**config.mk**
```make
export PLATFORM = sky130hd
export DESIGN_NAME = cpuBusPort
export DESIGN_NICKNAME = d
export VERILOG_FILES = /design/src/source/dramPkg.sv /design/src/source/cpuBusPort.sv
export SDC_FILE = /design/constraint.sdc
export NUM_CORES = 1
export LEC_CHECK = 0
export BUFFER_PORTS_ARGS = -buffer_cell sky130_fd_sc_hd__buf_4
export CORE_ASPECT_RATIO = 1.4
export CORE_MARGIN = 5
export CORE_UTILIZATION = 39
export DETAILED_ROUTE_END_ITERATION = 7
export GPL_ROUTABILITY_DRIVEN = 0
export GPL_TIMING_DRIVEN = 0
export PLACE_DENSITY = 0.85
export SYNTH_ARGS = -nofsm -noshare
export SYNTH_HDL_FRONTEND = slang
export SYNTH_SLANG_ARGS = --single-unit
```
**constraint.sdc**
```tcl
create_clock -name Clock -period 1.2 [get_ports Clock]
set_input_delay 0.18 -clock Clock [delete_from_list [all_inputs] [get_ports Clock]]
set_output_delay 0.18 -clock Clock [all_outputs]
set_load 0.05 [all_outputs]
```
**src/source/dramPkg.sv**
```systemverilog
//////////////////////////////////////////////////////////////////////
// shared types and constants for the 68000 SDRAM controller
// assumes a 50 MHz clock and a 32M x16 part with 4 banks, CAS latency 2
// powerUpCycles is cut down for simulation, silicon wants about 100 us
//////////////////////////////////////////////////////////////////////
package dramPkg;

	// 5-bit command word, ordered {cke, csL, rasL, casL, weL}
	typedef enum logic [4:0] {
		powerUpCmd      = 5'b00000, // cke and cs held low during power up
		nopCmd          = 5'b10111,
		prechargeAllCmd = 5'b10010, // needs a10 high
		autoRefreshCmd  = 5'b10001,
		modeSetCmd      = 5'b10000, // mode value on the address pins
		activateCmd     = 5'b10011, // row on address, bank on ba
		readApCmd       = 5'b10101, // column on address with a10 high
		writeApCmd      = 5'b10100  // same, data on dq in the same cycle
	} sdramCodeT;

	typedef struct packed {
		logic cke;  // clock enable, active high
		logic csL;  // chip select
		logic rasL;
		logic casL;
		logic weL;
	} sdramPinsT;

	// the sequencer picks a code, the pin driver drives the pin bits
	typedef union packed {
		sdramCodeT code;
		sdramPinsT pins;
	} sdramCommandT;

	typedef enum logic [4:0] {
		stateInit,            // load the power-up timer
		statePowerWait,
		stateFirstNop,
		statePrecharge,
		statePrechargeNop,
		stateRefresh,         // init auto-refresh
		stateRefreshNopLoop,
		stateRefreshCheck,    // ten done yet?
		stateModeReg,
		stateModeNop,
		stateRefreshTimerLoad,
		stateIdle,
		stateRefPrecharge,    // periodic refresh from idle
		stateRefNop,
		stateRefCommand,
		stateRefNopLoop,
		stateActivate,
		stateRead,
		stateCasWait,
		stateWrite,           // waits for a data strobe
		stateWriteEnd,
		stateTerminate        // hold dtack until strobes go away
	} sequencerStateT;

	//////////////////////////////////////////////////////////////////////
	// timing, in clocks
	localparam logic [15:0] powerUpCycles = 16'd8;
	localparam logic [15:0] refreshInterval = 16'd374; // ~7.5 us at 50 MHz
	localparam logic [2:0] nopWaitCycles = 3'd3;
	localparam logic [3:0] initRefreshCount = 4'd10;
	localparam logic [15:0] casLatency = 16'd2;
	localparam logic [12:0] modeRegisterValue = 13'h220; // burst 1, CL 2, single write

	//////////////////////////////////////////////////////////////////////
	// CPU address fields and widths
	localparam int rowLsb = 11;
	localparam int rowMsb = 23;
	localparam int bankLsb = 24;
	localparam int bankMsb = 25;
	localparam int colLsb = 1; // bit 0 is the byte lane, never reaches the part
	localparam int colMsb = 10;
	localparam int autoPrechargeBit = 10;

	localparam int dataWidth = 16;
	localparam int rowWidth = 13;
	localparam int bankWidth = 2;
	localparam int colWidth = 10;

endpackage
```
**src/source/cpuBusPort.sv**
```systemverilog
`timescale 1ns/1ns
//////////////////////////////////////////////////////////////////////
// CPU strobes are plain active-low levels with no handshake
// address fields are frozen while the sequencer is away from idle
//////////////////////////////////////////////////////////////////////
module cpuBusPort (
	input  logic Clock,
	input  logic Reset_L,
	input  logic [31:0] address,
	input  logic weL,
	input  logic dramSelectL,
	input  logic asL,
	input  logic udsL,
	input  logic ldsL,
	input  logic isIdle,
	output logic accessRequest,
	output logic dataStrobe,
	output logic [dramPkg::rowWidth-1:0] row,
	output logic [dramPkg::colWidth-1:0] column,
	output logic [dramPkg::bankWidth-1:0] bank,
	output logic writeAccess
);

	logic capture; // sample the bus this cycle

	assign accessRequest = !dramSelectL && !asL; // dram decoded and address valid
	assign dataStrobe = !udsL || !ldsL;          // either lane will do since writes store the full word
	assign capture = accessRequest && isIdle;

	// row, bank and column held from activate through the column phase
	always_ff @(posedge Clock) begin
		if (capture) begin
			row <= address[dramPkg::rowMsb:dramPkg::rowLsb];
			bank <= address[dramPkg::bankMsb:dramPkg::bankLsb];
			column <= address[dramPkg::colMsb:dramPkg::colLsb];
		end
	end

	// access direction latched with the address fields
	always_ff @(posedge Clock, negedge Reset_L) begin
		if (!Reset_L) begin
			writeAccess <= 1'b0;
		end else if (capture) begin
			writeAccess <= !weL; // weL low means a write
		end
	end

endmodule

```
-- Yosys cells after proc, flatten, opt, wreduce, memory -nomap -nowiden
Index checks and enable logic that the tools add are counted.
- register bits: 26
- input bits: 40
- word-level logic and storage cells: 12
- reduce and logical (&&, ||, !) cells: 8
- operator list (cell ; number):
    zero test 1 bit ; 5
    logical AND 1 bit ; 2
    logical OR 1 bit ; 1

-- Logic depth before layout (Yosys ltp)
Gate-level depths: netlist of the first run.
- depth after elaboration: 3
- gate-level depth with buffers: 2

-- Worst setup path after synthesis of the first run
OpenSTA, ideal clock, no wires.
- kind: input-to-reg
- start point: input port asL
- end point: register bank[0] in the netlist's numbering (enable)
- library setup time: 389 ps
- data arrival time: 944 ps
- data required time: 811 ps
- slack: -133 ps
- stages: 1
- path buffers: 0
- cells stage by stage: nor3b_4
- cells in the longest elaborated chain, start to end: 3
- RTL lines (item ; RTL line ; source):
    start: declaration ; cpuBusPort.sv:12 ; input logic asL,
    zero test 1 bit ; cpuBusPort.sv:26 ; assign accessRequest = !dramSelectL && !asL;
    logical AND 1 bit ; cpuBusPort.sv:26 ;
    logical AND 1 bit ; cpuBusPort.sv:28 ; assign capture = accessRequest && isIdle;
    end signal: assignment ; cpuBusPort.sv:34 ; bank <= address[dramPkg::bankMsb:dramPkg::bankLsb];
    end: declaration ; cpuBusPort.sv:20 ; output logic [dramPkg::bankWidth-1:0] bank,
Every way passes these cells.
A chain may end at the register's enable or synchronous reset.

-- Worst setup path in the final report of the first run
- start point: input port dramSelectL
- end point: register row[2] in the netlist's numbering (enable)
- cells in the longest elaborated chain, start to end: 3
- RTL lines (item ; RTL line ; source):
    start: declaration ; cpuBusPort.sv:11 ; input logic dramSelectL,
    zero test 1 bit ; cpuBusPort.sv:26 ;
    logical AND 1 bit ; cpuBusPort.sv:26 ;
    logical AND 1 bit ; cpuBusPort.sv:28 ;
    end signal: assignment ; cpuBusPort.sv:33 ; row <= address[dramPkg::rowMsb:dramPkg::rowLsb];
    end: declaration ; cpuBusPort.sv:18 ; output logic [dramPkg::rowWidth-1:0] row,
Every way passes these cells.

==> results of run 1 <==
metal layers:
metal  vias to the layer above  track usage (%)  wire length [um]
li1                        254                -                 -
met1                       249             10.7               538
met2                        37             22.9              1050
met3                         5             4.65               237
met4                         0             9.09                54
met5                         -                0                 0
area by class of cell:
| cell class | instances | area share, % |
|---|---|---|
| Tap cell | 21 | 1.96 |
| Multi-Input combinational cell | 5 | 3.64 |
| Clock inverter | 1 | 0.280 |
| Timing Repair Buffer | 61 | 34.3 |
| Inverter | 1 | 0.280 |
| Clock buffer | 3 | 1.68 |
| Sequential cell | 26 | 57.8 |
worst paths after layout:
path	start	depth (start not counted)	end	slack, ps
max reg2reg	writeAccess	2	writeAccess	540
max	dramSelectL	2	row[2]	20
max in group asynchronous	Reset_L	2	writeAccess	960
min reg2reg	writeAccess	2	writeAccess	550
min in group asynchronous	Reset_L	2	writeAccess	160
min	weL	2	writeAccess	30
synthesized netlist by cell type:
library cell | count | area (um2)
nor2_1 | 1 | 3.75
nand2_1 | 1 | 3.75
nor3b_4 | 1 | 18.8
edfxtp_1 | 25 | 751
dfrtp_1 | 1 | 25.0
mux2i_1 | 1 | 10.0
inv_1 | 1 | 3.75
power groups by stage:
stage	Sequential, mW	Clock, mW	Combinational [mW]
3_5_place_dp	1.08	0	0.360
6_report	1.06	0.356	0.366
4_1_cts	1.06	0.364	0.368
2_1_floorplan	1.25	0	0.0321
5_1_grt	1.07	0.420	0.379
3_3_place_gp	1.08	0	0.354
registers in the layout, summed over array words and instances (netlist names):
signal / flops
bank: 2
row: 13
column: 10
writeAccess: 1
cell families after synthesis:
family | Yosys count | synth area share, %
buf+inv | 1 | 0.460
flops | 26 | 95.1
simple gates | 3 | 3.22
mux | 1 | 1.23
what timing repair did:
item | CTS | global route
endpoints found under the hold margin | 1 | 0
hold buffers | 1 | 0
endpoints found under the setup margin | 26 | 0
through the flow:
| step | hold WS, ps | util (%) | setup TNS (ps) |
|---|---|---|---|
| floorplan | -116 | - | -3390 |
| global placement | -44.1 | 65.5 | -10530 |
| detailed placement | -40.8 | 65.5 | -11620 |
| CTS | 21.8 | 68.0 | 0 |
| global route | 3.21 | 68.0 | 0 |
| finish | 27.1 | 68.0 | 0 |
==> flow_summary_export.csv, run 1 <==
group,metric,value,unit
die,start_util,41.3,%
timing,hold_viol,0,
drt,via_per_inst,4.62,
clock_network,clk_latency,310,ps
cells_and_area,layout.nets,138,
clock_network,clockRootBuffer,"clkbuf_4",
grt,grt-ovfl-total,0,
critical_path,start_kind,"input pin",
critical_path,path_class,"in -> reg",
timing,finalSetupViolCount,0,
power_and_ir_drop,clkPwrFrac,20.0,%
power_and_ir_drop,vdd_drop_max,0.00105,V
clock_network,ctsResizeCount,0,
cells_and_area,final.fill_count,120,
power_and_ir_drop,power_density,1330,nW/um2
cells_and_area,design_area,1340,um2
clock_network,cts.sinks,26,
grt,grt_usage,12.5,%
critical_path,cp_top_family,"simple AND/OR/NAND/NOR gates",
timing,clock.fmax,844,MHz
timing,fin_skew,0,ps
outcome,status,"finished, final reports clean",
drt,routed_wl,1.88,mm
timing,rsz0062_at_grt,"no",
logic_synthesis,yosysSeqAreaShare,95.1,%
clock_network,ctsHtreeMaxLevel,1,
critical_path,worst-path-buf-inv,1,
power_and_ir_drop,pwr-share-comb,20.5,%
placed_design,preCtsSetupSlack,-449,ps
logic_synthesis,synth_nets,71,
worst_hold_path,hold_path_class,"in -> reg",
cells_and_area,mostFrequentLayoutCell,"buf_4",
drt,route.detailed.drc,0,
timing,fin_crit,1180,ps
placed_design,dpl_cell_area,1290,um2
clock_network,post-cts-setup-buffers,0,
critical_path,worstPathMaxFanout,13,
power_and_ir_drop,total_power,1.78,mW
power_and_ir_drop,p_leak,0.570,nW
cells_and_area,instances_no_fill,118,
timing,worst_slew_margin_rel,32.8,%
drt,dr.first_iter.drc_count,20,
power_and_ir_drop,seq_power_share,59.5,%
critical_path,slowest_stage,"nor3b_2",
critical_path,critPathMaxStageDelay,820,ps
logic_synthesis,synth_area_per_cell,26.3,um2
cells_and_area,diodes,0,
grt,antenna_found_initial,0,
timing,worst_pin_slew,1000,ps
run,max_cap_violations,0,
logic_synthesis,ys_seq_elements,26,
logic_synthesis,synth_cell_type_count,7,
power_and_ir_drop,power_switching_share,26.9,%
logic_synthesis,yosysWarningCount,0,
placed_design,io_buffers,60,
drt,dr.pass1.iters,3,
clock_network,path_clk_slew,120,ps
cells_and_area,syn2layout_area_growth,64.4,%
drt,postRouteAntennaNets,0,
cells_and_area,drive_gt1_share,67.0,%
drt,wire_per_inst,15.9,um
die,rows,19,
die,die_area,3120,um2
placed_design,place_inst,112,
cells_and_area,regArea,776,um2
clock_network,cts_tree,"built",
power_and_ir_drop,switching_power,0.479,mW
die,fp.dieW,48.7,um
grt,grt_pass1_vias,632,
logic_synthesis,netlist_instances,31,
logic_synthesis,syn_area,816,um2
critical_path,crit_path_end_kind,"register",
die,die_h,64.1,um
cells_and_area,final_cell_mix,"buf_4, edfxtp_1, clkbuf_4",
cells_and_area,multi_input_area,48.8,um2
critical_path,worstPathCellList,"buf_4, nor3b_2",
die,fp.coreArea,1970,um2
clock_network,clockBufferDepth,2,
grt,grt_max_degree,15,
critical_path,crit_arrival,1130,ps
power_and_ir_drop,internal_power,1.30,mW
timing,finalMaxSlewViolations,0,
grt,grt_pass1_wl,2.85,mm
drt,via_count,545,
timing,layout_setup_ws,15.0,ps
critical_path,worstPathRequired,1150,ps
timing,fin_crit_sh,98.7,%
die,pin_count,68,
clock_network,cts_buffers,3,
(Power assumes the default switching activity.)
==> run 2: changes to the inputs <==
Settings changed: CORE_UTILIZATION 39 to 36, PLACE_DENSITY 0.85 to 0.8.
Clock period 1.2 ns to 1.25 ns, I/O delays scaled along.
==> run 2 against run 1 <==
Compared with the run above: first-iteration DRC count shrank 65%; sequential power shrank 4%; clock skew is the same; largest cell class unchanged; critical path type unchanged; power shrank 4.3%; flip-flop and latch count is the same; combinational power shrank 5%; setup slack gained 93 ps; sequential share of layout area shrank 0.054 points; clock-buffer cell count grew 1; routed wire length shrank 6.8%; clock power shrank 4%.
==> flow_summary_export.csv, run 2 (synthesis gave the netlist of run 1 again) <==
group,metric,value,unit
outcome,status,"finished, final reports clean",
grt,grt_usage,11.3,%
timing,fin_skew,0,ps
placed_design,io_buffers,60,
timing,fin_crit_sh,91.3,%
power_and_ir_drop,total_power,1.71,mW
timing,worst_pin_slew,935,ps
drt,routed_wl,1.75,mm
clock_network,path_clk_slew,130,ps
die,fp.dieW,50.2,um
clock_network,ctsHtreeMaxLevel,1,
grt,grt_max_degree,15,
clock_network,post-cts-setup-buffers,0,
power_and_ir_drop,vdd_drop_max,0.000911,V
cells_and_area,syn2layout_area_growth,64.6,%
critical_path,path_class,"in -> reg",
timing,worst_slew_margin_rel,37.4,%
grt,grt-busiest-layer,"met2",
drt,route.detailed.drc,0,
clock_network,clk_latency,300,ps
worst_hold_path,hold_start,"address[14]",
die,pin_count,68,
cells_and_area,drive_gt1_share,67.0,%
grt,use_met1,10.7,%
timing,hold_viol,0,
timing,clock.fmax,876,MHz
cells_and_area,mostFrequentLayoutCell,"buf_4",
clock_network,clockBufferDepth,2,
critical_path,start_kind,"input pin",
power_and_ir_drop,power_density,1270,nW/um2
grt,antenna_found_initial,0,
power_and_ir_drop,p_leak,0.570,nW
worst_hold_path,hold_path_class,"in -> reg",
drt,via_count,531,
timing,finalMaxSlewViolations,0,
critical_path,worst-path-buf-inv,1,
cells_and_area,utilization,61.7,%
critical_path,crit_arrival,1090,ps
clock_network,clockRootBuffer,"clkbuf_4",
critical_path,crit_path_end_kind,"register",
timing,rsz0062_at_grt,"no",
cells_and_area,final_cell_mix,"buf_4, edfxtp_1, clkbuf_4",
critical_path,cp_top_family,"simple AND/OR/NAND/NOR gates",
placed_design,post-dp-hpwl,1.35,mm
clock_network,cts_tree,"built",
grt,grt_pass1_wl,2.80,mm
timing,finalSetupViolCount,0,
cells_and_area,top_register,"row",
critical_path,worstPathRequired,1200,ps
grt,grt_pass1_vias,655,
run,max_cap_violations,0,
critical_path,critPathLaunch,"dramSelectL",
drt,wire_per_inst,14.7,um
grt,grt-ovfl-total,0,
die,die_area,3330,um2
cells_and_area,layout.nets,138,
clock_network,cts.sinks,26,
die,fp.coreArea,2180,um2
critical_path,critPathMaxStageDelay,770,ps
clock_network,cts_buffers,3,
die,start_util,37.5,%
drt,dr.first_iter.drc_count,7,
die,die_h,66.3,um
cells_and_area,reg_top3,"row x13, column x10, bank x2",
timing,fin_crit,1140,ps
cells_and_area,largest_register_ff_count,13,
drt,postRouteAntennaNets,0,
grt,grt_use_met3,6.77,%
critical_path,slowest_stage,"nor3b_2",
drt,dr.pass1.iters,2,
cells_and_area,diodes,0,
critical_path,worstPathCellList,"buf_4, nor3b_2",
grt,met2_usage,18.6,%
critical_path,rr_startpoint,"writeAccess",
drt,via_per_inst,4.46,
die,rows,20,
critical_path,worstPathMaxFanout,13,
==> run 2: changes by cell type in the layout (fill, tap and decap cells not counted), sizes merged <==
cell,previous run,this run
clkbuf,3,4
clkinv,1,0
==> run 2: where the power goes <==
group	internal, mW	total [mW]	leakage, nW	switching, mW
Sequential	1.00	1.02	0.241	0.0131
Combinational	0.130	0.348	0.314	0.218
Clock	0.124	0.340	0.0150	0.216
==> run 2: stage by stage <==
| step | TNS [ps] | setup slack (ps) | cells | hold slack [ps] | instance area, um2 |
|---|---|---|---|---|---|
| after floorplan | -2280 | -90.1 | 31 | -108 | 816 |
| after global placement | -9730 | -377 | 113 | -36.8 | 1290 |
| after detailed placement | -11030 | -427 | 113 | -35.8 | 1290 |
| after CTS | 0 | 82.4 | 119 | 32.3 | 1340 |
| after global routing | 0 | 49.3 | 119 | 4.28 | 1340 |
| final | 0 | 108 | 119 | 45.0 | 1340 |
==> run 2: layer usage <==
layer | up-vias | share of wire [%]
li1 | 253 | -
met1 | 239 | 30
met2 | 37 | 52
met3 | 2 | 17
met4 | 0 | 0.80
met5 | - | 0
==> run 2: area by class of cell <==
class	instances	area [um2]
fillers	172	835
flip-flops and latches	26	776
well taps	22	27.5
multi-input cells	5	48.8
inverters	1	3.75
clock buffers	4	26.3
repair buffers	61	460
==> run 2: repair_timing <==
action                                  in CTS  in global routing
endpoints found under the setup margin      26                  0
hold buffers                                 1                  0
endpoints found under the hold margin        1                  0
gates resized for setup                      0                  0
==> run 2: path summary, 6_finish.rpt <==
| check | end | slack [ps] | depth (start not counted) |
|---|---|---|---|
| min in group asynchronous | writeAccess | 180 | 2 |
| max in group asynchronous | writeAccess | 990 | 2 |
| min | row[3] | 40 | 1 |
| min reg2reg | writeAccess | 540 | 2 |
| max reg2reg | writeAccess | 600 | 2 |
| max | bank[1] | 110 | 2 |
