===== src/source/dramPkg.sv =====
//////////////////////////////////////////////////////////////////////
// shared types and constants for the 68000 SDRAM controller
// assumes a 50 MHz clock and a 32M x16 part with 4 banks, CAS latency 2
// powerUpCycles is cut down for simulation, silicon wants about 100 us
//////////////////////////////////////////////////////////////////////
package dramPkg;

	// 5-bit command word, ordered {cke, csL, rasL, casL, weL}
	typedef enum logic [4:0] {
		powerUpCmd      = 5'b00000, // cke and cs held low during power up
		nopCmd          = 5'b10111,
		prechargeAllCmd = 5'b10010, // needs a10 high
		autoRefreshCmd  = 5'b10001,
		modeSetCmd      = 5'b10000, // mode value on the address pins
		activateCmd     = 5'b10011, // row on address, bank on ba
		readApCmd       = 5'b10101, // column on address with a10 high
		writeApCmd      = 5'b10100  // same, data on dq in the same cycle
	} sdramCodeT;

	typedef struct packed {
		logic cke;  // clock enable, active high
		logic csL;  // chip select
		logic rasL;
		logic casL;
		logic weL;
	} sdramPinsT;

	// the sequencer picks a code, the pin driver drives the pin bits
	typedef union packed {
		sdramCodeT code;
		sdramPinsT pins;
	} sdramCommandT;

	typedef enum logic [4:0] {
		stateInit,            // load the power-up timer
		statePowerWait,
		stateFirstNop,
		statePrecharge,
		statePrechargeNop,
		stateRefresh,         // init auto-refresh
		stateRefreshNopLoop,
		stateRefreshCheck,    // ten done yet?
		stateModeReg,
		stateModeNop,
		stateRefreshTimerLoad,
		stateIdle,
		stateRefPrecharge,    // periodic refresh from idle
		stateRefNop,
		stateRefCommand,
		stateRefNopLoop,
		stateActivate,
		stateRead,
		stateCasWait,
		stateWrite,           // waits for a data strobe
		stateWriteEnd,
		stateTerminate        // hold dtack until strobes go away
	} sequencerStateT;

	//////////////////////////////////////////////////////////////////////
	// timing, in clocks
	localparam logic [15:0] powerUpCycles = 16'd8;
	localparam logic [15:0] refreshInterval = 16'd374; // ~7.5 us at 50 MHz
	localparam logic [2:0] nopWaitCycles = 3'd3;
	localparam logic [3:0] initRefreshCount = 4'd10;
	localparam logic [15:0] casLatency = 16'd2;
	localparam logic [12:0] modeRegisterValue = 13'h220; // burst 1, CL 2, single write

	//////////////////////////////////////////////////////////////////////
	// CPU address fields and widths
	localparam int rowLsb = 11;
	localparam int rowMsb = 23;
	localparam int bankLsb = 24;
	localparam int bankMsb = 25;
	localparam int colLsb = 1; // bit 0 is the byte lane, never reaches the part
	localparam int colMsb = 10;
	localparam int autoPrechargeBit = 10;

	localparam int dataWidth = 16;
	localparam int rowWidth = 13;
	localparam int bankWidth = 2;
	localparam int colWidth = 10;

endpackage

===== src/source/dramSequencer.sv =====
`timescale 1ns/1ns
//////////////////////////////////////////////////////////////////////
// init, periodic refresh and single-word read/write FSM
// a due refresh is served before a pending CPU access
// all outputs are next-cycle pin values, the pin driver registers them
//////////////////////////////////////////////////////////////////////
module dramSequencer (
	input  logic Clock,
	input  logic Reset_L,
	input  logic accessRequest,
	input  logic dataStrobe,
	input  logic [dramPkg::rowWidth-1:0] row,
	input  logic [dramPkg::colWidth-1:0] column,
	input  logic [dramPkg::bankWidth-1:0] bank,
	input  logic writeAccess,
	output logic isIdle,
	output dramPkg::sdramCommandT nextCommand,
	output logic [dramPkg::rowWidth-1:0] nextAddr,
	output logic [dramPkg::bankWidth-1:0] nextBa,
	output logic driveData,
	output logic latchRead,
	output logic ackL,
	output logic cpuReleaseL
);

	dramPkg::sequencerStateT state, nextState;

	logic [15:0] timer;        // power-up and CAS countdown
	logic [15:0] timerValue;
	logic timerLoad;
	logic timerDone;

	logic [15:0] refreshTimer; // idle clocks left until the next refresh
	logic refreshLoad;
	logic refreshDue;

	logic [2:0] nopCount;      // NOPs issued in the current wait loop
	logic nopLoop;
	logic nopDone;
	logic [3:0] refreshCount;  // init auto-refreshes issued
	logic released;            // CPU already let out of reset

	//////////////////////////////////////////////////////////////////////
	// timers

	always_ff @(posedge Clock, negedge Reset_L) begin
		if (!Reset_L) begin
			timer <= 16'd0;
		end else if (timerLoad) begin
			timer <= timerValue;
		end else if (timer != 16'd0) begin
			timer <= timer - 16'd1; // parks at zero
		end
	end
	assign timerDone = (timer == 16'd0);

	assign refreshLoad = (state == dramPkg::stateRefreshTimerLoad);
	always_ff @(posedge Clock, negedge Reset_L) begin
		if (!Reset_L) begin
			refreshTimer <= 16'd0;
		end else if (refreshLoad) begin
			refreshTimer <= dramPkg::refreshInterval;
		end else if (refreshTimer != 16'd0) begin
			refreshTimer <= refreshTimer - 16'd1;
		end
	end
	assign refreshDue = (refreshTimer == 16'd0);

	//////////////////////////////////////////////////////////////////////
	// counters and state register

	assign nopLoop = (state == dramPkg::stateRefreshNopLoop) ||
		(state == dramPkg::stateModeNop) || (state == dramPkg::stateRefNopLoop);
	assign nopDone = (nopCount == dramPkg::nopWaitCycles - 3'd1); // last NOP of the loop

	always_ff @(posedge Clock, negedge Reset_L) begin
		if (!Reset_L) begin
			state <= dramPkg::stateInit;
			nopCount <= 3'd0;
			refreshCount <= 4'd0;
			released <= 1'b0;
		end else begin
			state <= nextState;
			nopCount <= nopLoop ? nopCount + 3'd1 : 3'd0; // clears between loops
			if (state == dramPkg::stateInit)
				refreshCount <= 4'd0;
			else if (state == dramPkg::stateRefresh)
				refreshCount <= refreshCount + 4'd1; // counted as issued
			if (isIdle)
				released <= 1'b1; // sticky
		end
	end

	assign isIdle = (state == dramPkg::stateIdle);
	assign cpuReleaseL = released || isIdle; // high from the first idle cycle on

	//////////////////////////////////////////////////////////////////////
	// next state and next pin values

	always_comb begin
		nextState = state;
		nextCommand.code = dramPkg::nopCmd; // NOP unless a state says otherwise
		nextAddr = '0;
		nextBa = '0;
		timerLoad = 1'b0;
		timerValue = 16'd0;
		driveData = 1'b0;
		latchRead = 1'b0;
		ackL = 1'b1;

		case (state)
			dramPkg::stateInit: begin
				nextCommand.code = dramPkg::powerUpCmd;
				timerValue = dramPkg::powerUpCycles;
				timerLoad = 1'b1;
				nextState = dramPkg::statePowerWait;
			end
			dramPkg::statePowerWait: begin
				nextCommand.code = dramPkg::powerUpCmd; // cke still low
				if (timerDone)
					nextState = dramPkg::stateFirstNop;
			end
			dramPkg::stateFirstNop:
				nextState = dramPkg::statePrecharge;
			dramPkg::statePrecharge: begin
				nextCommand.code = dramPkg::prechargeAllCmd;
				nextAddr[dramPkg::autoPrechargeBit] = 1'b1; // all banks
				nextState = dramPkg::statePrechargeNop;
			end
			dramPkg::statePrechargeNop:
				nextState = dramPkg::stateRefresh;
			dramPkg::stateRefresh: begin
				nextCommand.code = dramPkg::autoRefreshCmd;
				nextState = dramPkg::stateRefreshNopLoop;
			end
			dramPkg::stateRefreshNopLoop:
				if (nopDone)
					nextState = dramPkg::stateRefreshCheck;
			dramPkg::stateRefreshCheck:
				if (refreshCount == dramPkg::initRefreshCount)
					nextState = dramPkg::stateModeReg;
				else
					nextState = dramPkg::stateRefresh;
			dramPkg::stateModeReg: begin
				nextCommand.code = dramPkg::modeSetCmd;
				nextAddr = dramPkg::modeRegisterValue; // ba stays 0
				nextState = dramPkg::stateModeNop;
			end
			dramPkg::stateModeNop:
				if (nopDone)
					nextState = dramPkg::stateRefreshTimerLoad;
			dramPkg::stateRefreshTimerLoad:
				nextState = dramPkg::stateIdle; // refresh timer reloads here
			dramPkg::stateIdle:
				if (refreshDue)
					nextState = dramPkg::stateRefPrecharge; // the access waits
				else if (accessRequest)
					nextState = dramPkg::stateActivate;

			// periodic refresh
			dramPkg::stateRefPrecharge: begin
				nextCommand.code = dramPkg::prechargeAllCmd;
				nextAddr[dramPkg::autoPrechargeBit] = 1'b1;
				nextState = dramPkg::stateRefNop;
			end
			dramPkg::stateRefNop:
				nextState = dramPkg::stateRefCommand;
			dramPkg::stateRefCommand: begin
				nextCommand.code = dramPkg::autoRefreshCmd;
				nextState = dramPkg::stateRefNopLoop;
			end
			dramPkg::stateRefNopLoop:
				if (nopDone)
					nextState = dramPkg::stateRefreshTimerLoad;

			// CPU access, row captured in the idle cycle
			dramPkg::stateActivate: begin
				nextCommand.code = dramPkg::activateCmd;
				nextAddr = row;
				nextBa = bank;
				nextState = writeAccess ? dramPkg::stateWrite : dramPkg::stateRead;
			end
			dramPkg::stateRead: begin
				nextCommand.code = dramPkg::readApCmd;
				nextAddr = dramPkg::rowWidth'(column);
				nextAddr[dramPkg::autoPrechargeBit] = 1'b1; // bank closes by itself
				nextBa = bank;
				timerValue = dramPkg::casLatency;
				timerLoad = 1'b1;
				nextState = dramPkg::stateCasWait;
			end
			dramPkg::stateCasWait:
				if (timerDone) begin
					latchRead = 1'b1; // data sampled on this cycle's falling edge
					nextState = dramPkg::stateTerminate;
				end
			dramPkg::stateWrite:
				if (dataStrobe) begin
					nextCommand.code = dramPkg::writeApCmd;
					nextAddr = dramPkg::rowWidth'(column);
					nextAddr[dramPkg::autoPrechargeBit] = 1'b1;
					nextBa = bank;
					driveData = 1'b1;
					ackL = 1'b0;
					nextState = dramPkg::stateWriteEnd;
				end
			dramPkg::stateWriteEnd: begin
				driveData = 1'b1; // hold dq one more clock
				ackL = 1'b0;
				nextState = dramPkg::stateTerminate;
			end
			dramPkg::stateTerminate:
				if (dataStrobe)
					ackL = 1'b0; // dtack stays until both strobes are high
				else
					nextState = dramPkg::stateIdle;
			default:
				nextState = dramPkg::stateInit;
		endcase
	end

endmodule


===== config.mk =====
export PLATFORM = sky130hd
export DESIGN_NAME = dramSequencer
export DESIGN_NICKNAME = d
export VERILOG_FILES = /design/src/source/dramPkg.sv /design/src/source/dramSequencer.sv
export SDC_FILE = /design/constraint.sdc
export NUM_CORES = 1
export LEC_CHECK = 0
export BUFFER_PORTS_ARGS = -buffer_cell sky130_fd_sc_hd__buf_2
export CAP_MARGIN = 5
export CORE_MARGIN = 2
export CORE_UTILIZATION = 56
export DETAILED_ROUTE_END_ITERATION = 12
export HOLD_SLACK_MARGIN = 0.03
export PLACE_DENSITY = 0.83
export SLEW_MARGIN = 30
export SYNTH_ARGS = -nofsm -noshare
export SYNTH_HDL_FRONTEND = slang
export SYNTH_SLANG_ARGS = --single-unit

===== constraint.sdc =====
create_clock -name Clock -period 2.9 [get_ports Clock]
set_input_delay 0 -clock Clock [delete_from_list [all_inputs] [get_ports Clock]]
set_output_delay 0 -clock Clock [all_outputs]
set_load 0.03 [all_outputs]

; ---- Word level (Yosys, flattened, before mapping)
; Cells that the tools add are included.
[op_classes]
n_addsub = 4
n_eq_ne = 30
muxes = 34
reduce_logical = 20
[ops]
columns = op, count
row1 = $pmux W5 S21, 1
row2 = $mux W16, 4
row3 = $eq A5 B4 Y1 const B, 8
row4 = $mux W5, 8
row5 = $pmux W10 S4, 1
row6 = $pmux W5 S7, 1
row7 = $logic_not A16 Y1, 2
row8 = $reduce_bool A16 Y1, 2
row9 = $sub A16 B1 Y16 const B, 2
row10 = $eq A5 B5 Y1 const B, 6
row11 = $eq A5 B3 Y1 const B, 4
row12 = $reduce_or A2 Y1, 7
row13 = $mux W4, 3
row14 = $mux W11, 1
row15 = $eq A5 B2 Y1 const B, 2
row16 = $ne A2 B2 Y1 const B, 5
row17 = $pmux W2 S2, 2
row18 = $pmux W4 S2, 1
row19 = $reduce_and A7 Y1, 1
row20 = $mux W2, 3
row21 = $reduce_bool A2 Y1, 3
row22 = $eq A5 B1 Y1 const B, 1
row23 = $logic_not A5 Y1, 1
row24 = $mux W1, 5
row25 = 11 further kinds, 14
[totals]
ff_bits = 45
inputBits = 30
output_inout_bits = 25
wordCells = 94

; ---- Longest topological paths before layout
[logic_depth]
word_depth = 4
ltp_mapped = 9
ltp_nobuf = 7

; ---- Least setup slack after synthesis
; OpenSTA, ideal clock, no wires.
[synth_path]
kind = flip-flop to flip-flop
from = register timer[0]
to = register state[1]
setup_time_ns = 0.125
arrival_ns = 1.946
t_required_ns = 2.775
setup_slack_ns = 0.829
path_stages_with_launch = 9
cell_sequence = dfrtp_1 > inv_1 > ha_1 > nor4b_1 > and2_2 > a21oi_2 > or3_1 > buf_2 > mux2_4
[synth_between]
elab_chain_cells = 3
[synth_lines]
columns = element, line_no
row1 = start: declaration, dramSequencer.sv:28  ; logic [15:0] timer;
row2 = start signal: assignment, dramSequencer.sv:50  ; timer <= timerValue;
row3 = start signal: assignment, dramSequencer.sv:52  ; timer <= timer - 16'd1;
row4 = $logic_not A16 Y1 *, dramSequencer.sv:55  ; assign timerDone = (timer == 16'd0);
row5 = $ne A2 B2 Y1 (no source line), n/a
row6 = $reduce_and A7 Y1 (no source line) *, n/a
row7 = end signal: assignment, dramSequencer.sv:78  ; state <= dramPkg::stateInit;
row8 = end signal: assignment, dramSequencer.sv:83  ; state <= nextState;
row9 = end: declaration, dramSequencer.sv:26  ; dramPkg::sequencerStateT state, nextState;
; Every way passes the cells marked *; elsewhere a longest branch is shown, timed or not.
; A chain may end at the register's enable or synchronous reset.

; ---- Final worst setup path
[layout_path]
from = register state[0]
to = output nextAddr[6] in the netlist's numbering
[layout_between]
elab_chain_cells = 2
[layout_lines]
columns = element, line_no
row1 = $eq A5 B5 Y1 / $eq A5 B4 Y1 (equally long branches), dramSequencer.sv:111  ; case (state)
row2 = $pmux W10 S4 *, dramSequencer.sv:111
row3 = end: declaration, dramSequencer.sv:18  ; output logic [dramPkg::rowWidth-1:0] nextAddr,
; Marks and branches as above.

==> metrics.md <==
| Metric | Value |
|---|---|
| Max-slew violations | 0 |
| Die Wd | 77.2 um |
| Core area | 0.00514 mm^2 |
| GPL Wtd Cong | 0.877 |
| Crit Path Class | reg2out |
| RR Startpoint | timer[0]$_DFFE_PN0P_ |
| Initial antenna violation count | 0 |
| Critical path's top delay family | simple AND/OR/NAND/NOR gates |
| Yosys cell types | 59 |
| Met1 usage | 31.4% |
| Post-synth EDFFs | 0 |
| Worst Path Buf+Inv | 3 |
| Vias | 2,700 |
| Setup crit end kind | output pin |
| YS warnings | 0 |
| Pwr dens | 1020 mW/mm^2 |
| FF+latch count, synth | 45 |
| Largest net degree at the start of global routing | 28 |
| N_diodes | 0 |
| Clock Sinks | 45 |
| CTS resizes | 0 |
| Port Buffers | 53 |
| CP peak stage delay | 580 ps |
| Final period utilization | 86.0% |
| Clk buf depth | 2 |
| Logic pwr share | 50.2% |
| Max Clock Freq | 401 MHz |
| Most common cell after layout, fill and taps aside | buf_2 |
| Ratio of cells with drive above 1 in the final layout | 20.1% |
| Slew HR | 57.4% |
| Clk Latency, worst-skew pair | 290 ps |
| Unrepaired setup endpoints after global routing | no |
| Worst Max-Slew Pin Slew | 634 ps |
| Internal Pwr Total | 1.89 mW |
| Final ANT Viol Nets | 0 |
| Busiest layer in global routing | met2 |
| CP max-delay cell | dfrtp_1 |
| Wirelength, routed | 6.73 mm |
| Synth async-reset ratio | 100% |
| Die height | 77.2 um |
| Hold WC Path Type | in2async |
| CTS tree | yes |
| Setup TNS Final | 0 ps |
| Pre-CTS setup slack | 653 ps |
| Final Hold Viols | 0 |
| Drt initial violations | 162 |
| Total leakage power | 1.61 nW |
| Critical Path, Cell by Cell | buf_4 > inv_1 > nand2_1 > nor2_1 > a22o_1 > buf_2 |
| Crit path DAT | 2490 ps |
| Final instance area | 0.00348 mm^2 |
| Critical Path RT | 2900 ps |
| Critical Path Source | state[0]$_DFFE_PN0P_ |
| Met2 Track Usage GR | 38.3% |
| Sequential share of power | 36.1% |
| WL/cell | 14.4 um |
| Clock network fraction of design power | 13.6% |
| Global route total overflow | 0 |
| Max-cap viol count | 0 |
| Worst Setup Start Kind | register |
| Post-DP HPWL | 4.99 mm |
| GR Layer Usage met3 | 4.00% |
| Status | finished, final reports clean |
| Site Rows | 26 |
| DP Area | 0.00335 mm^2 |
| Area delta synth->final | 15.9% |
| Final setup violation count | 0 |
| Die ar. | 0.00596 mm^2 |
| Vias in the first global route | 2,507 |
| Finished Layout Cells | 468 |
| Cells after synthesis | 344 |
| NumNets Final | 435 |
| Top-Level Pins | 55 |
| Synth Cell Area | 0.00300 mm^2 |
| Worst setup margin | 406 ps |
| CTS root buffer | clkbuf_8 |
| Final min period | 2490 ps |
| Vias/cell | 5.77 |
| GRT Util Overall | 23.2% |
| Sw frac | 46.4% |
| Sequential share of the synthesized area | 37.5% |
| Setup Skew | 5.31 ps |
| Pre-antenna DRT Iters | 5 |
| H-tree depth | 2 |
| First-pass GRT wire length | 11.3 mm |
| Initial core utilization | 58.3% |
| Synth Flop Type | dfrtp_1 |
| Most frequent cells in the layout | buf_2, nor2_1, dfrtp_1 |
| Synthesized area per cell | 8.72 um^2 |
| Number of buffers created by CTS | 5 |
| Syn nets | 382 |
| Worst-path clk slew | 90 ps |
| Psw | 1.64 mW |
| Crit path max fanout | 15 |
| Dpl cells | 459 |
| Drt drc | 0 |
| Worst vdd ir | 0.000817 V |
synthesized netlist by cell type, types with 2 or more instances:
| library cell | number | area [um^2] |
|---|---|---|
| mux2_4 | 2 | 30.0 |
| nand2b_1 | 7 | 43.8 |
| or3_1 | 6 | 37.5 |
| and2_1 | 5 | 31.3 |
| inv_1 | 14 | 52.6 |
| o31ai_1 | 4 | 30.0 |
| a22oi_1 | 2 | 15.0 |
| nand3b_1 | 2 | 15.0 |
| a22o_1 | 8 | 70.1 |
| a21boi_0 | 3 | 22.5 |
| nor3_1 | 10 | 50.1 |
| buf_2 | 4 | 20.0 |
| o21ai_1 | 2 | 10.0 |
| nor4_1 | 5 | 31.3 |
| o22ai_1 | 2 | 12.5 |
| nor2_1 | 45 | 169 |
| xor2_1 | 21 | 184 |
| nand4_1 | 5 | 31.3 |
| o21ai_0 | 12 | 60.1 |
| mux2i_1 | 3 | 30.0 |
| a21oi_1 | 15 | 75.1 |
| nor4_2 | 4 | 50.1 |
| a211oi_1 | 2 | 15.0 |
| o211ai_1 | 7 | 52.6 |
| or4_1 | 3 | 22.5 |
| and3b_1 | 4 | 35.0 |
| o22a_1 | 2 | 17.5 |
| and3_1 | 2 | 12.5 |
| nand2_1 | 25 | 93.8 |
| a31oi_1 | 3 | 18.8 |
| nand3_1 | 13 | 65.1 |
| nor2b_1 | 4 | 25.0 |
| ha_1 | 8 | 100 |
| nor3b_1 | 4 | 30.0 |
| xnor2_1 | 10 | 87.6 |
| clkbuf_1 | 9 | 33.8 |
| dfrtp_1 | 45 | 1130 |
timing repair:
item | CTS | global route
hold buffers | 1 | 0
endpoints found under the hold margin | 45 | 0
setup buffers | 0 | 0
power by group through the flow:
stage / Clock (mW) / Combinational [mW] / Sequential [mW]
2_1_floorplan: 0 / 1.49 / 1.13
3_3_place_gp: 0 / 1.72 / 1.26
3_5_place_dp: 0 / 1.78 / 1.27
4_1_cts: 0.495 / 1.78 / 1.27
5_1_grt: 0.519 / 1.99 / 1.33
6_report: 0.482 / 1.78 / 1.28
cells by family after synthesis:
family | after synthesis | synth area share [%]
DFF | 45 | 37.5
other | 1 | 0.125
AOI/OAI and AO/OA | 72 | 16.3
muxes | 6 | 2.38
and+or+nand+nor | 152 | 27.4
adders and majority gates | 8 | 3.34
buffers and inverters | 29 | 3.92
xor gates and xnor gates | 31 | 9.05
metrics by stage:
stage | hold slack, ps | util, % | power, mW
4_1_cts | 185 | 67.6 | 3.54
6_report | 198 | 67.6 | 3.53
5_1_grt | 216 | 67.6 | 3.83
3_5_place_dp | -23.2 | 65.2 | 3.05
2_1_floorplan | -296 | - | 2.61
3_3_place_gp | 208 | 64.8 | 2.98
worst paths after layout:
| kind | to | slack, ps | depth (start not counted) |
|---|---|---|---|
| worst max register to register | state[3]$_DFFE_PN0P_ | 660 | 7 |
| worst min-delay path | refreshCount[1]$_DFFE_PN0P_ | 200 | 2 |
| min in group Clock | state[2]$_DFFE_PN0P_ | 290 | 4 |
| worst min register to register | nopCount[0]$_DFF_PN0_ | 470 | 1 |
| worst max-delay path | nextAddr[6] | 410 | 6 |
| max in group asynchronous | refreshTimer[14]$_DFFE_PN0P_ | 2200 | 3 |
flip-flops by register name, summed over array words and instances (netlist names):
register	flops
refreshTimer	16
timer	16
state	5
refreshCount	4
nopCount	3
released	1
layout make-up:
class,count,area [um^2]
clock buffer,5,68.8
clock inverter,3,46.3
fill,425,1660
inverter,14,52.6
multi-input combinational,270,1760
sequential,45,1130
tap,70,87.6
timing repair buffer,61,340
per-layer routing:
metal,wire [um],vias to the layer above
met5,0,-
met4,55,0
met3,352,4
met2,3280,99
met1,3040,1264
li1,-,1333
Note: power is estimated with default switching activity, not from simulation.
